--- config.mk ---
export PLATFORM = sky130hd
export DESIGN_NAME = mem1_access
export DESIGN_NICKNAME = d
export VERILOG_FILES = /design/src/mem_access_pkg.sv /design/src/mem1_access.sv /design/src/load_lane_gen.sv /design/src/store_lane_gen.sv /design/src/ll_link_reg.sv /design/src/mem_exc_check.sv /design/src/addr_translate.sv
export SDC_FILE = /design/constraint.sdc
export NUM_CORES = 1
export LEC_CHECK = 0
export BUFFER_PORTS_ARGS = -buffer_cell sky130_fd_sc_hd__buf_2
export CORE_MARGIN = 2
export CORE_UTILIZATION = 25
export CTS_CLUSTER_DIAMETER = 100
export DETAILED_ROUTE_END_ITERATION = 8
export PLACE_DENSITY = 0.57
export SLEW_MARGIN = 20
export SYNTH_ARGS = -nofsm -noshare
export SYNTH_HDL_FRONTEND = slang
export SYNTH_HIERARCHICAL = 1
export SYNTH_SLANG_ARGS = --single-unit
--- constraint.sdc ---
create_clock -name clk -period 7.6 [get_ports clk]
set_clock_uncertainty 0.15 [all_clocks]
set_input_delay 0.38 -clock clk [delete_from_list [all_inputs] [get_ports clk]]
set_output_delay 0.38 -clock clk [all_outputs]
set_load 0.1 [all_outputs]
--- src/mem_access_pkg.sv ---
package mem_access_pkg;

    typedef logic [31:0] addr_t;   // byte address, virtual or physical
    typedef logic [31:0] word_t;
    typedef logic [19:0] pfn_t;
    typedef logic [2:0]  cattr_t;
    typedef logic [3:0]  dm_sel_t;
    typedef logic [4:0]  exc_code_t;
    typedef logic [4:0]  rstrb_t;  // {word, sign/mode, half, off[1:0]}
    typedef logic [2:0]  size_t;

    localparam cattr_t CATTR_CACHED = 3'd3;

    // store kinds
    localparam dm_sel_t SEL_SB  = 4'd0;
    localparam dm_sel_t SEL_SH  = 4'd1;
    localparam dm_sel_t SEL_SW  = 4'd2;   // also SC
    localparam dm_sel_t SEL_SWL = 4'd3;
    localparam dm_sel_t SEL_SWR = 4'd4;
    // load kinds
    localparam dm_sel_t SEL_LBU = 4'd5;
    localparam dm_sel_t SEL_LB  = 4'd6;
    localparam dm_sel_t SEL_LHU = 4'd7;
    localparam dm_sel_t SEL_LH  = 4'd8;
    localparam dm_sel_t SEL_LWL = 4'd9;
    localparam dm_sel_t SEL_LWR = 4'd10;
    localparam dm_sel_t SEL_LW  = 4'd11;  // also LL

    localparam exc_code_t EXC_INT  = 5'd0;
    localparam exc_code_t EXC_MOD  = 5'd1;
    localparam exc_code_t EXC_TLBL = 5'd2;
    localparam exc_code_t EXC_TLBS = 5'd3;
    localparam exc_code_t EXC_ADEL = 5'd4;
    localparam exc_code_t EXC_ADES = 5'd5;
    localparam exc_code_t EXC_CPU  = 5'd11;
    localparam exc_code_t EXC_OV   = 5'd12;
    localparam exc_code_t EXC_TRAP = 5'd13;

    localparam size_t SIZE_BYTE = 3'd0;
    localparam size_t SIZE_HALF = 3'd1;
    localparam size_t SIZE_WORD = 3'd2;

    typedef struct packed {
        logic    en;      // load or store in MEM1
        logic    wr;
        logic    rd;
        logic    rf_wr;
        dm_sel_t sel;
        logic    ll;
        logic    sc;
        addr_t   vaddr;
        word_t   rt;
    } mem_req_t;

    typedef struct packed {
        logic   found;
        logic   v;
        logic   d;
        pfn_t   pfn;
        cattr_t c;
    } tlb_res_t;

    typedef struct packed {
        logic      exc;
        exc_code_t code;
        logic      tlb_exc;
        logic      tlbrill;
        logic      overflow;
        logic      trap;
    } up_exc_t;

    typedef struct packed {
        logic      exception;
        logic      ee;          // flush
        exc_code_t code;
        addr_t     badvaddr;
        logic      tlb_exc;
        logic      tlbrill;
        logic      cause_ce_wr;
    } exc_out_t;

    typedef struct packed {
        logic       dcache_valid;
        logic       uncache_valid;
        logic       dm_en;
        logic       wen;
        addr_t      paddr;
        logic [3:0] wstrb;
        word_t      wdata;
        rstrb_t     rstrb;
        size_t      size;
        logic       sc_out;
    } dm_req_t;

endpackage
--- src/mem1_access.sv ---
`timescale 1ns/1ps

module mem1_access (
    input  logic                     clk,
    input  logic                     arst_n,
    input  mem_access_pkg::mem_req_t req,
    input  mem_access_pkg::addr_t    pc,
    input  mem_access_pkg::tlb_res_t tlb,
    input  mem_access_pkg::up_exc_t  up_exc,
    input  logic                     interrupt,
    input  logic                     eret_flush,
    input  mem_access_pkg::cattr_t   config_k0,
    output mem_access_pkg::exc_out_t exc_out,
    output mem_access_pkg::dm_req_t  dm_req
);
    import mem_access_pkg::*;

    addr_t paddr;
    logic  mapped;
    logic  uncached;
    logic  sc_ok;
    logic  sc_gate;
    logic  wen;
    logic  dcache_valid;
    logic  uncache_valid;

    addr_translate u_xlate (
        .vaddr    (req.vaddr),
        .en       (req.en),
        .tlb      (tlb),
        .config_k0(config_k0),
        .paddr    (paddr),
        .mapped   (mapped),
        .uncached (uncached)
    );

    mem_exc_check u_exc (
        .req       (req),
        .vaddr_pc  (pc),
        .mapped    (mapped),
        .tlb       (tlb),
        .wen       (wen),
        .up_exc    (up_exc),
        .interrupt (interrupt),
        .eret_flush(eret_flush),
        .exc_out   (exc_out)
    );

    // LL reservation lives next to the request gating it steers
    ll_link_reg u_link (
        .clk   (clk),
        .arst_n(arst_n),
        .ll    (req.ll),
        .sc    (req.sc),
        .vaddr (req.vaddr),
        .ee    (exc_out.ee),
        .sc_ok (sc_ok)
    );

    assign sc_gate = ~req.sc | sc_ok;  // failed SC kills the access

    assign wen           = req.wr & sc_gate;
    assign dcache_valid  = req.en & sc_gate & ~uncached;
    assign uncache_valid = req.en & sc_gate & uncached;

    store_lane_gen u_st (
        .sel     (req.sel),
        .byte_off(paddr[1:0]),
        .rt      (req.rt),
        .wstrb   (dm_req.wstrb),
        .wdata   (dm_req.wdata)
    );

    load_lane_gen u_ld (
        .sel     (req.sel),
        .byte_off(paddr[1:0]),
        .rstrb   (dm_req.rstrb),
        .size    (dm_req.size)
    );

    assign dm_req.dcache_valid  = dcache_valid;
    assign dm_req.uncache_valid = uncache_valid;
    assign dm_req.dm_en         = req.en & sc_gate & ~exc_out.ee;
    assign dm_req.wen           = wen;
    assign dm_req.paddr         = paddr;
    assign dm_req.sc_out        = dcache_valid | uncache_valid;  // SC result bit

endmodule

--- src/load_lane_gen.sv ---
`timescale 1ns/1ps

module load_lane_gen (
    input  mem_access_pkg::dm_sel_t sel,
    input  logic [1:0]              byte_off,
    output mem_access_pkg::rstrb_t  rstrb,
    output mem_access_pkg::size_t   size
);
    import mem_access_pkg::*;

    always_comb begin
        case (sel)
            SEL_LBU: rstrb = {3'b000, byte_off};
            SEL_LB:  rstrb = {3'b010, byte_off};        // sign extend
            SEL_LHU: rstrb = {3'b001, byte_off[1], 1'b0};
            SEL_LH:  rstrb = {3'b011, byte_off[1], 1'b0};
            SEL_LWL: begin
                case (byte_off)  // fill grows with offset
                    2'd0:    rstrb = 5'b11000;
                    2'd1:    rstrb = 5'b11100;
                    2'd2:    rstrb = 5'b11110;
                    default: rstrb = 5'b11111;
                endcase
            end
            SEL_LWR: begin
                case (byte_off)  // fill shrinks with offset
                    2'd0:    rstrb = 5'b11111;
                    2'd1:    rstrb = 5'b10111;
                    2'd2:    rstrb = 5'b10011;
                    default: rstrb = 5'b10001;
                endcase
            end
            default: rstrb = 5'b11111;  // LW, LL and stores
        endcase
    end

    always_comb begin
        case (sel)
            SEL_SB, SEL_LBU, SEL_LB: size = SIZE_BYTE;
            SEL_SH, SEL_LHU, SEL_LH: size = SIZE_HALF;
            default:                 size = SIZE_WORD;
        endcase
    end

endmodule

--- src/store_lane_gen.sv ---
`timescale 1ns/1ps

module store_lane_gen (
    input  mem_access_pkg::dm_sel_t sel,
    input  logic [1:0]              byte_off,
    input  mem_access_pkg::word_t   rt,
    output logic [3:0]              wstrb,
    output mem_access_pkg::word_t   wdata
);
    import mem_access_pkg::*;

    logic [4:0] shamt_l;  // SWL right shift
    logic [4:0] shamt_r;  // SWR left shift

    assign shamt_l = {2'b11 - byte_off, 3'b000};
    assign shamt_r = {byte_off, 3'b000};

    always_comb begin
        case (sel)
            SEL_SB: begin
                wstrb = 4'b0001 << byte_off;
            end
            SEL_SH: begin
                wstrb = byte_off[1] ? 4'b1100 : 4'b0011;
            end
            SEL_SWL: begin
                case (byte_off)  // bytes 0 up to offset
                    2'd0:    wstrb = 4'b0001;
                    2'd1:    wstrb = 4'b0011;
                    2'd2:    wstrb = 4'b0111;
                    default: wstrb = 4'b1111;
                endcase
            end
            SEL_SWR: begin
                case (byte_off)  // offset up to byte 3
                    2'd0:    wstrb = 4'b1111;
                    2'd1:    wstrb = 4'b1110;
                    2'd2:    wstrb = 4'b1100;
                    default: wstrb = 4'b1000;
                endcase
            end
            default: begin
                wstrb = 4'b1111;  // SW, SC
            end
        endcase
    end

    always_comb begin
        case (sel)
            SEL_SB:  wdata = {4{rt[7:0]}};
            SEL_SH:  wdata = {2{rt[15:0]}};
            SEL_SWL: wdata = rt >> shamt_l;  // msb side lands at offset
            SEL_SWR: wdata = rt << shamt_r;
            default: wdata = rt;
        endcase
    end

endmodule

--- src/ll_link_reg.sv ---
`timescale 1ns/1ps

module ll_link_reg (
    input  logic                  clk,
    input  logic                  arst_n,
    input  logic                  ll,
    input  logic                  sc,
    input  mem_access_pkg::addr_t vaddr,
    input  logic                  ee,
    output logic                  sc_ok
);
    import mem_access_pkg::*;

    logic  ll_bit;
    addr_t ll_addr;

    // any flush drops the reservation, even on the LL itself
    always_ff @(posedge clk or negedge arst_n) begin
        if (!arst_n) begin
            ll_bit  <= 1'b0;
            ll_addr <= '0;
        end else if (ee) begin
            ll_bit  <= 1'b0;
            ll_addr <= '0;
        end else if (ll) begin
            ll_bit  <= 1'b1;
            ll_addr <= vaddr;   // linked address
        end
    end

    assign sc_ok = sc & ll_bit & (ll_addr == vaddr);

endmodule

--- src/mem_exc_check.sv ---
`timescale 1ns/1ps

module mem_exc_check (
    input  mem_access_pkg::mem_req_t req,
    input  mem_access_pkg::addr_t    vaddr_pc,
    input  logic                     mapped,
    input  mem_access_pkg::tlb_res_t tlb,
    input  logic                     wen,
    input  mem_access_pkg::up_exc_t  up_exc,
    input  logic                     interrupt,
    input  logic                     eret_flush,
    output mem_access_pkg::exc_out_t exc_out
);
    import mem_access_pkg::*;

    logic      ades;
    logic      adel;
    logic      tlb_hit;
    logic      tlbl;
    logic      tlbs;
    logic      tlbmod;
    logic      tlb_cond;
    logic      refill;
    exc_code_t tlb_code;
    exc_code_t code;
    addr_t     badvaddr;

    // misaligned halfword and word accesses
    assign ades = req.wr &
                  (((req.sel == SEL_SW) && (req.vaddr[1:0] != 2'b00)) ||
                   ((req.sel == SEL_SH) && req.vaddr[0]));
    assign adel = req.rf_wr & req.rd &
                  (((req.sel == SEL_LW) && (req.vaddr[1:0] != 2'b00)) ||
                   (((req.sel == SEL_LHU) || (req.sel == SEL_LH)) && req.vaddr[0]));

    assign tlb_hit = tlb.found & tlb.v;

    assign tlbl   = mapped & ~tlb_hit & ~wen;  // miss or invalid on load
    assign tlbs   = mapped & ~tlb_hit & wen;
    assign tlbmod = mapped & wen & tlb_hit & ~tlb.d;  // clean page write

    assign tlb_cond = tlbl | tlbs | tlbmod;
    assign refill   = mapped & ~tlb.found & ~up_exc.exc;

    always_comb begin
        if (tlbl) begin
            tlb_code = EXC_TLBL;
        end else if (tlbs) begin
            tlb_code = EXC_TLBS;
        end else begin
            tlb_code = EXC_MOD;
        end
    end

    // first match wins
    always_comb begin
        if (interrupt) begin
            code     = EXC_INT;
            badvaddr = '0;
        end else if (up_exc.exc) begin
            code     = up_exc.code;
            badvaddr = vaddr_pc;  // earlier stage faults report the PC
        end else if (up_exc.overflow) begin
            code     = EXC_OV;
            badvaddr = '0;
        end else if (up_exc.trap) begin
            code     = EXC_TRAP;
            badvaddr = '0;
        end else if (ades) begin
            code     = EXC_ADES;
            badvaddr = req.vaddr;
        end else if (adel) begin
            code     = EXC_ADEL;
            badvaddr = req.vaddr;
        end else begin
            code     = tlb_code;
            badvaddr = req.vaddr;
        end
    end

    always_comb begin
        exc_out.exception = tlb_cond | interrupt | up_exc.overflow | up_exc.trap |
                            ades | adel | up_exc.exc;
        exc_out.ee          = exc_out.exception | eret_flush;
        exc_out.code        = code;
        exc_out.badvaddr    = badvaddr;
        exc_out.tlb_exc     = (tlb_cond & ~up_exc.exc) | up_exc.tlb_exc;
        exc_out.tlbrill     = refill | up_exc.tlbrill;
        exc_out.cause_ce_wr = (code == EXC_CPU);
    end

endmodule

--- src/addr_translate.sv ---
`timescale 1ns/1ps

module addr_translate (
    input  mem_access_pkg::addr_t    vaddr,
    input  logic                     en,
    input  mem_access_pkg::tlb_res_t tlb,
    input  mem_access_pkg::cattr_t   config_k0,
    output mem_access_pkg::addr_t    paddr,
    output logic                     mapped,
    output logic                     uncached
);
    import mem_access_pkg::*;

    logic kseg0;
    logic kseg1;
    logic k0_cached;
    logic tlb_cached;

    assign kseg0 = (vaddr[31:29] == 3'b100);
    assign kseg1 = (vaddr[31:29] == 3'b101);

    // kuseg, kseg2 and kseg3 go through the TLB
    assign mapped = en & (~vaddr[31] | (vaddr[31] & vaddr[30]));

    always_comb begin
        if (mapped) begin
            paddr = {tlb.pfn, vaddr[11:0]};  // frame + page offset
        end else begin
            paddr = {3'b000, vaddr[28:0]};   // direct segment map
        end
    end

    // kseg1 is never cached
    assign k0_cached  = kseg0 & (config_k0 == CATTR_CACHED);
    assign tlb_cached = ~kseg0 & ~kseg1 & (tlb.c == CATTR_CACHED);

    assign uncached = ~(k0_cached | tlb_cached);

endmodule

==> flow_metrics.py <==
metrics = {
    "global_route": {
        "grt_pass1_wl_mm": 24.5,
        "grt_max_degree": 48,
        "antenna_found_initial": 0,
        "grt_pass1_vias": 4487,
        "grt_overflow_total": 0,
        "track_usage_pct": 17.0,
    },
    "clock_tree": {
        "root_buffer": "clkbuf_16",
        "cts-hold-fix-buffers": 0,
        "cts_resized": 0,
        "cts_tree": "built",
        "clk_latency_ns": 0.27,
        "clkSinkCount": 33,
        "cts_buffers": 5,
        "cts_setup_buffers": 0,
        "h-tree-depth": 2,
        "clockBufferDepth": 2,
        "clk_pin_slew_ns": 0.05,
    },
    "timing": {
        "setup_viol": 0,
        "tightest_slew_ns": 0.981,
        "fmax_mhz": 246,
        "slew_violations": 0,
        "timing.setup.tns_ns": 0,
        "rsz0062_at_grt": "false",
        "hold_viol_final": 0,
        "maxSlewHeadroom_pct": 34.6,
        "finalCritPeriodShare_pct": 53.5,
        "fin_crit_ns": 4.06,
    },
    "logic_synthesis": {
        "synth_edf_count": 0,
        "synth-seq-cells": 33,
        "synth_flop_cell": "dfrtp_1",
        "synth_warnings": 6,
        "synth_top_area_share_pct": 18.8,
        "syn-num-nets": 636,
        "ys_seq_area_share_pct": 18.8,
        "synth.area.top_cells": "dfrtp_1 19%, mux2i_1 13%, a22o_1 8.4%",
        "ys_async_sr_fraction_pct": 100,
        "syn_area_sq_mm": 0.00438,
        "syn-instance-count": 487,
        "synth_cell_type_count": 75,
        "synth_area_leader_cell": "dfrtp_1",
        "avgSynthCellArea_sq_um": 9.00,
    },
    "detailed_routing": {
        "viasPerCell": 5.07,
        "drt_pass1_iterations": 5,
        "drc_errors": 0,
        "dr.first_iter.drc_count": 281,
        "ant_nets": 0,
        "wl_mm": 16.4,
        "num_vias": 4756,
        "wl_per_cell_um": 17.5,
    },
    "critical_path": {
        "cp.arrival_ns": 3.53,
        "cp_data_required_time_ns": 7.07,
        "cpPeakStageDelay_ns": 0.50,
        "crit_family": "simple AND/OR/NAND/NOR gates",
        "cp-start-kind": "input port",
        "cp_num_buf_inv": 4,
        "path_cells": "buf_2 -> buf_4 -> xor2_1 -> nor4_1 -> nand4_1 -> nor3_2 -> nand2b_1 -> and2_1 -> nor2b_1 -> o21ai_0 -> and2_1 -> nand4b_1 -> buf_4 -> nor3b_1 -> buf_2",
        "cp-end-kind": "primary output",
        "worstSetupPathType": "input port to primary output",
        "crit_slowest_cell": "buf_2",
        "path_max_fanout": 45,
    },
    "layout": {
        "num_antenna_cells": 0,
        "nets": 863,
        "area_growth_pct": 33.0,
        "utilization_pct": 33.8,
        "layout-drive-gt1-share_pct": 46.6,
    },
    "power": {
        "leakagePower_nw": 2.92,
        "power.density_mw_per_mm2": 163,
        "worst_ir_drop_vdd_mv": 0.0884,
    },
    "floorplanning": {
        "core_area_sq_mm": 0.0172,
        "start_util_pct": 25.4,
        "ioPinCount": 272,
        "die_width_um": 136,
        "die_area_sq_mm": 0.0186,
        "fp.dieH_um": 136,
        "core.rowCount": 48,
    },
    "place": {
        "gp_congestion": 0.826,
        "io_buffers": 270,
        "place_hpwl_mm": 12.4,
    },
    "min_path": {
        "hp-class": "input port to async pin",
    },
    "flow_run": {
        "max_cap_violations": 0,
    },
    "outcome": {
        "status": "complete, no violations",
    },
}
==> placed cells by master (no fill, tap or decap), types with 9 or more instances in the layout <==
cell	n
mux2_4	9
a221o_1	21
a22o_1	42
xnor2_1	17
a21oi_1	12
mux2i_1	59
mux2_2	15
xor2_1	18
nand2_1	11
nor2_1	61
buf_2	270
dfrtp_1	33
==> Yosys cell counts (all sizes together), types with 7 or more instances <==
cell,number
a221o,21
a22oi,9
mux2,24
nand2b,7
buf,48
nand2,12
clkbuf,7
dfrtp,33
nor2,61
a21oi,12
mux2i,59
xor2,18
nor2b,10
a22o,42
nand3,7
xnor2,17
==> path summary, 6_finish.rpt <==
path | cells past startpoint | end | slack, ns | from
max | 15 | dm_req[78] | 3.54 | req[32]
min | 1 | u_link/ll_addr[9] | 0.02 | arst_n
max reg2reg | 12 | u_link/ll_addr[6] | 4.56 | u_link/ll_addr[18]
min reg2reg | 2 | u_link/ll_bit | 0.35 | u_link/ll_bit
max in group asynchronous | 1 | u_link/ll_addr[1] | 6.78 | arst_n
min in group clk | 3 | u_link/ll_addr[28] | 0.26 | req[60]
==> metal layers <==
layer / vias to the layer above / GRT usage [%] / share of wire [%]
met5: - / 0 / 0
met4: 0 / 3.88 / 1.3
met3: 14 / 2.54 / 7.9
met2: 238 / 30.1 / 48
met1: 2227 / 21.6 / 42
li1: 2277 / - / -
==> stage by stage <==
step / hold slack, ns / setup WS (ns) / std cells / total power [mW] / cell area [sq um]
after floorplan: -0.0656 / 2.03 / 487 / 0.654 / 4380
after global placement: 0.335 / 3.58 / 932 / 0.771 / 5700
after detailed placement: 0.339 / 3.52 / 932 / 0.772 / 5700
after CTS: 0.0614 / 3.49 / 938 / 0.960 / 5830
after global routing: 0.0938 / 3.25 / 938 / 0.989 / 5830
final: 0.0214 / 3.54 / 938 / 0.951 / 5830
==> report_power, final <==
| part | switching (mW) | internal, mW | leakage, nW |
|---|---|---|---|
| Clock | 0.0677 | 0.117 | 0.0655 |
| Combinational | 0.459 | 0.130 | 2.40 |
| Sequential | 0.000531 | 0.177 | 0.461 |
==> registers in the layout, summed over array words and instances, names as in the netlist <==
signal / cells
u_link/ll_bit: 1
u_link/ll_addr: 32
==> cells by family (layout without fill, tap and decap cells) <==
kind of cell    count (synthesis)  count (layout)  synth area share, %
mux                            85              85                 21.4
fa+ha+maj                       1               1                0.257
other cells                     1               1               0.0856
flops                          33              33                 18.8
compound gates                126             126                 25.0
simple gates                  147             147                 18.8
xor+xnor                       35              35                 7.00
buf+inv                        59             285                 8.60
==> worst reg2reg max path, delay by kind of cell, from the launching register on <==
family,cells,cell delay [ns]
AO/OA/AOI/OAI,1,0.10
XOR/XNOR,1,0.16
buffers and inverters,1,0.36
AND/OR/NAND/NOR,9,1.77
flip-flops,1,0.38
==> cell type report <==
class	count	area [sq um]
clock buffers	5	125
clock inverters	1	5.00
fillers	1827	11400
inverters	4	15.0
multi-input cells	395	3190
flip-flops and latches	33	826
well taps	225	282
repair buffers	275	1390
No activity file was read; power rests on OpenSTA's default activity.
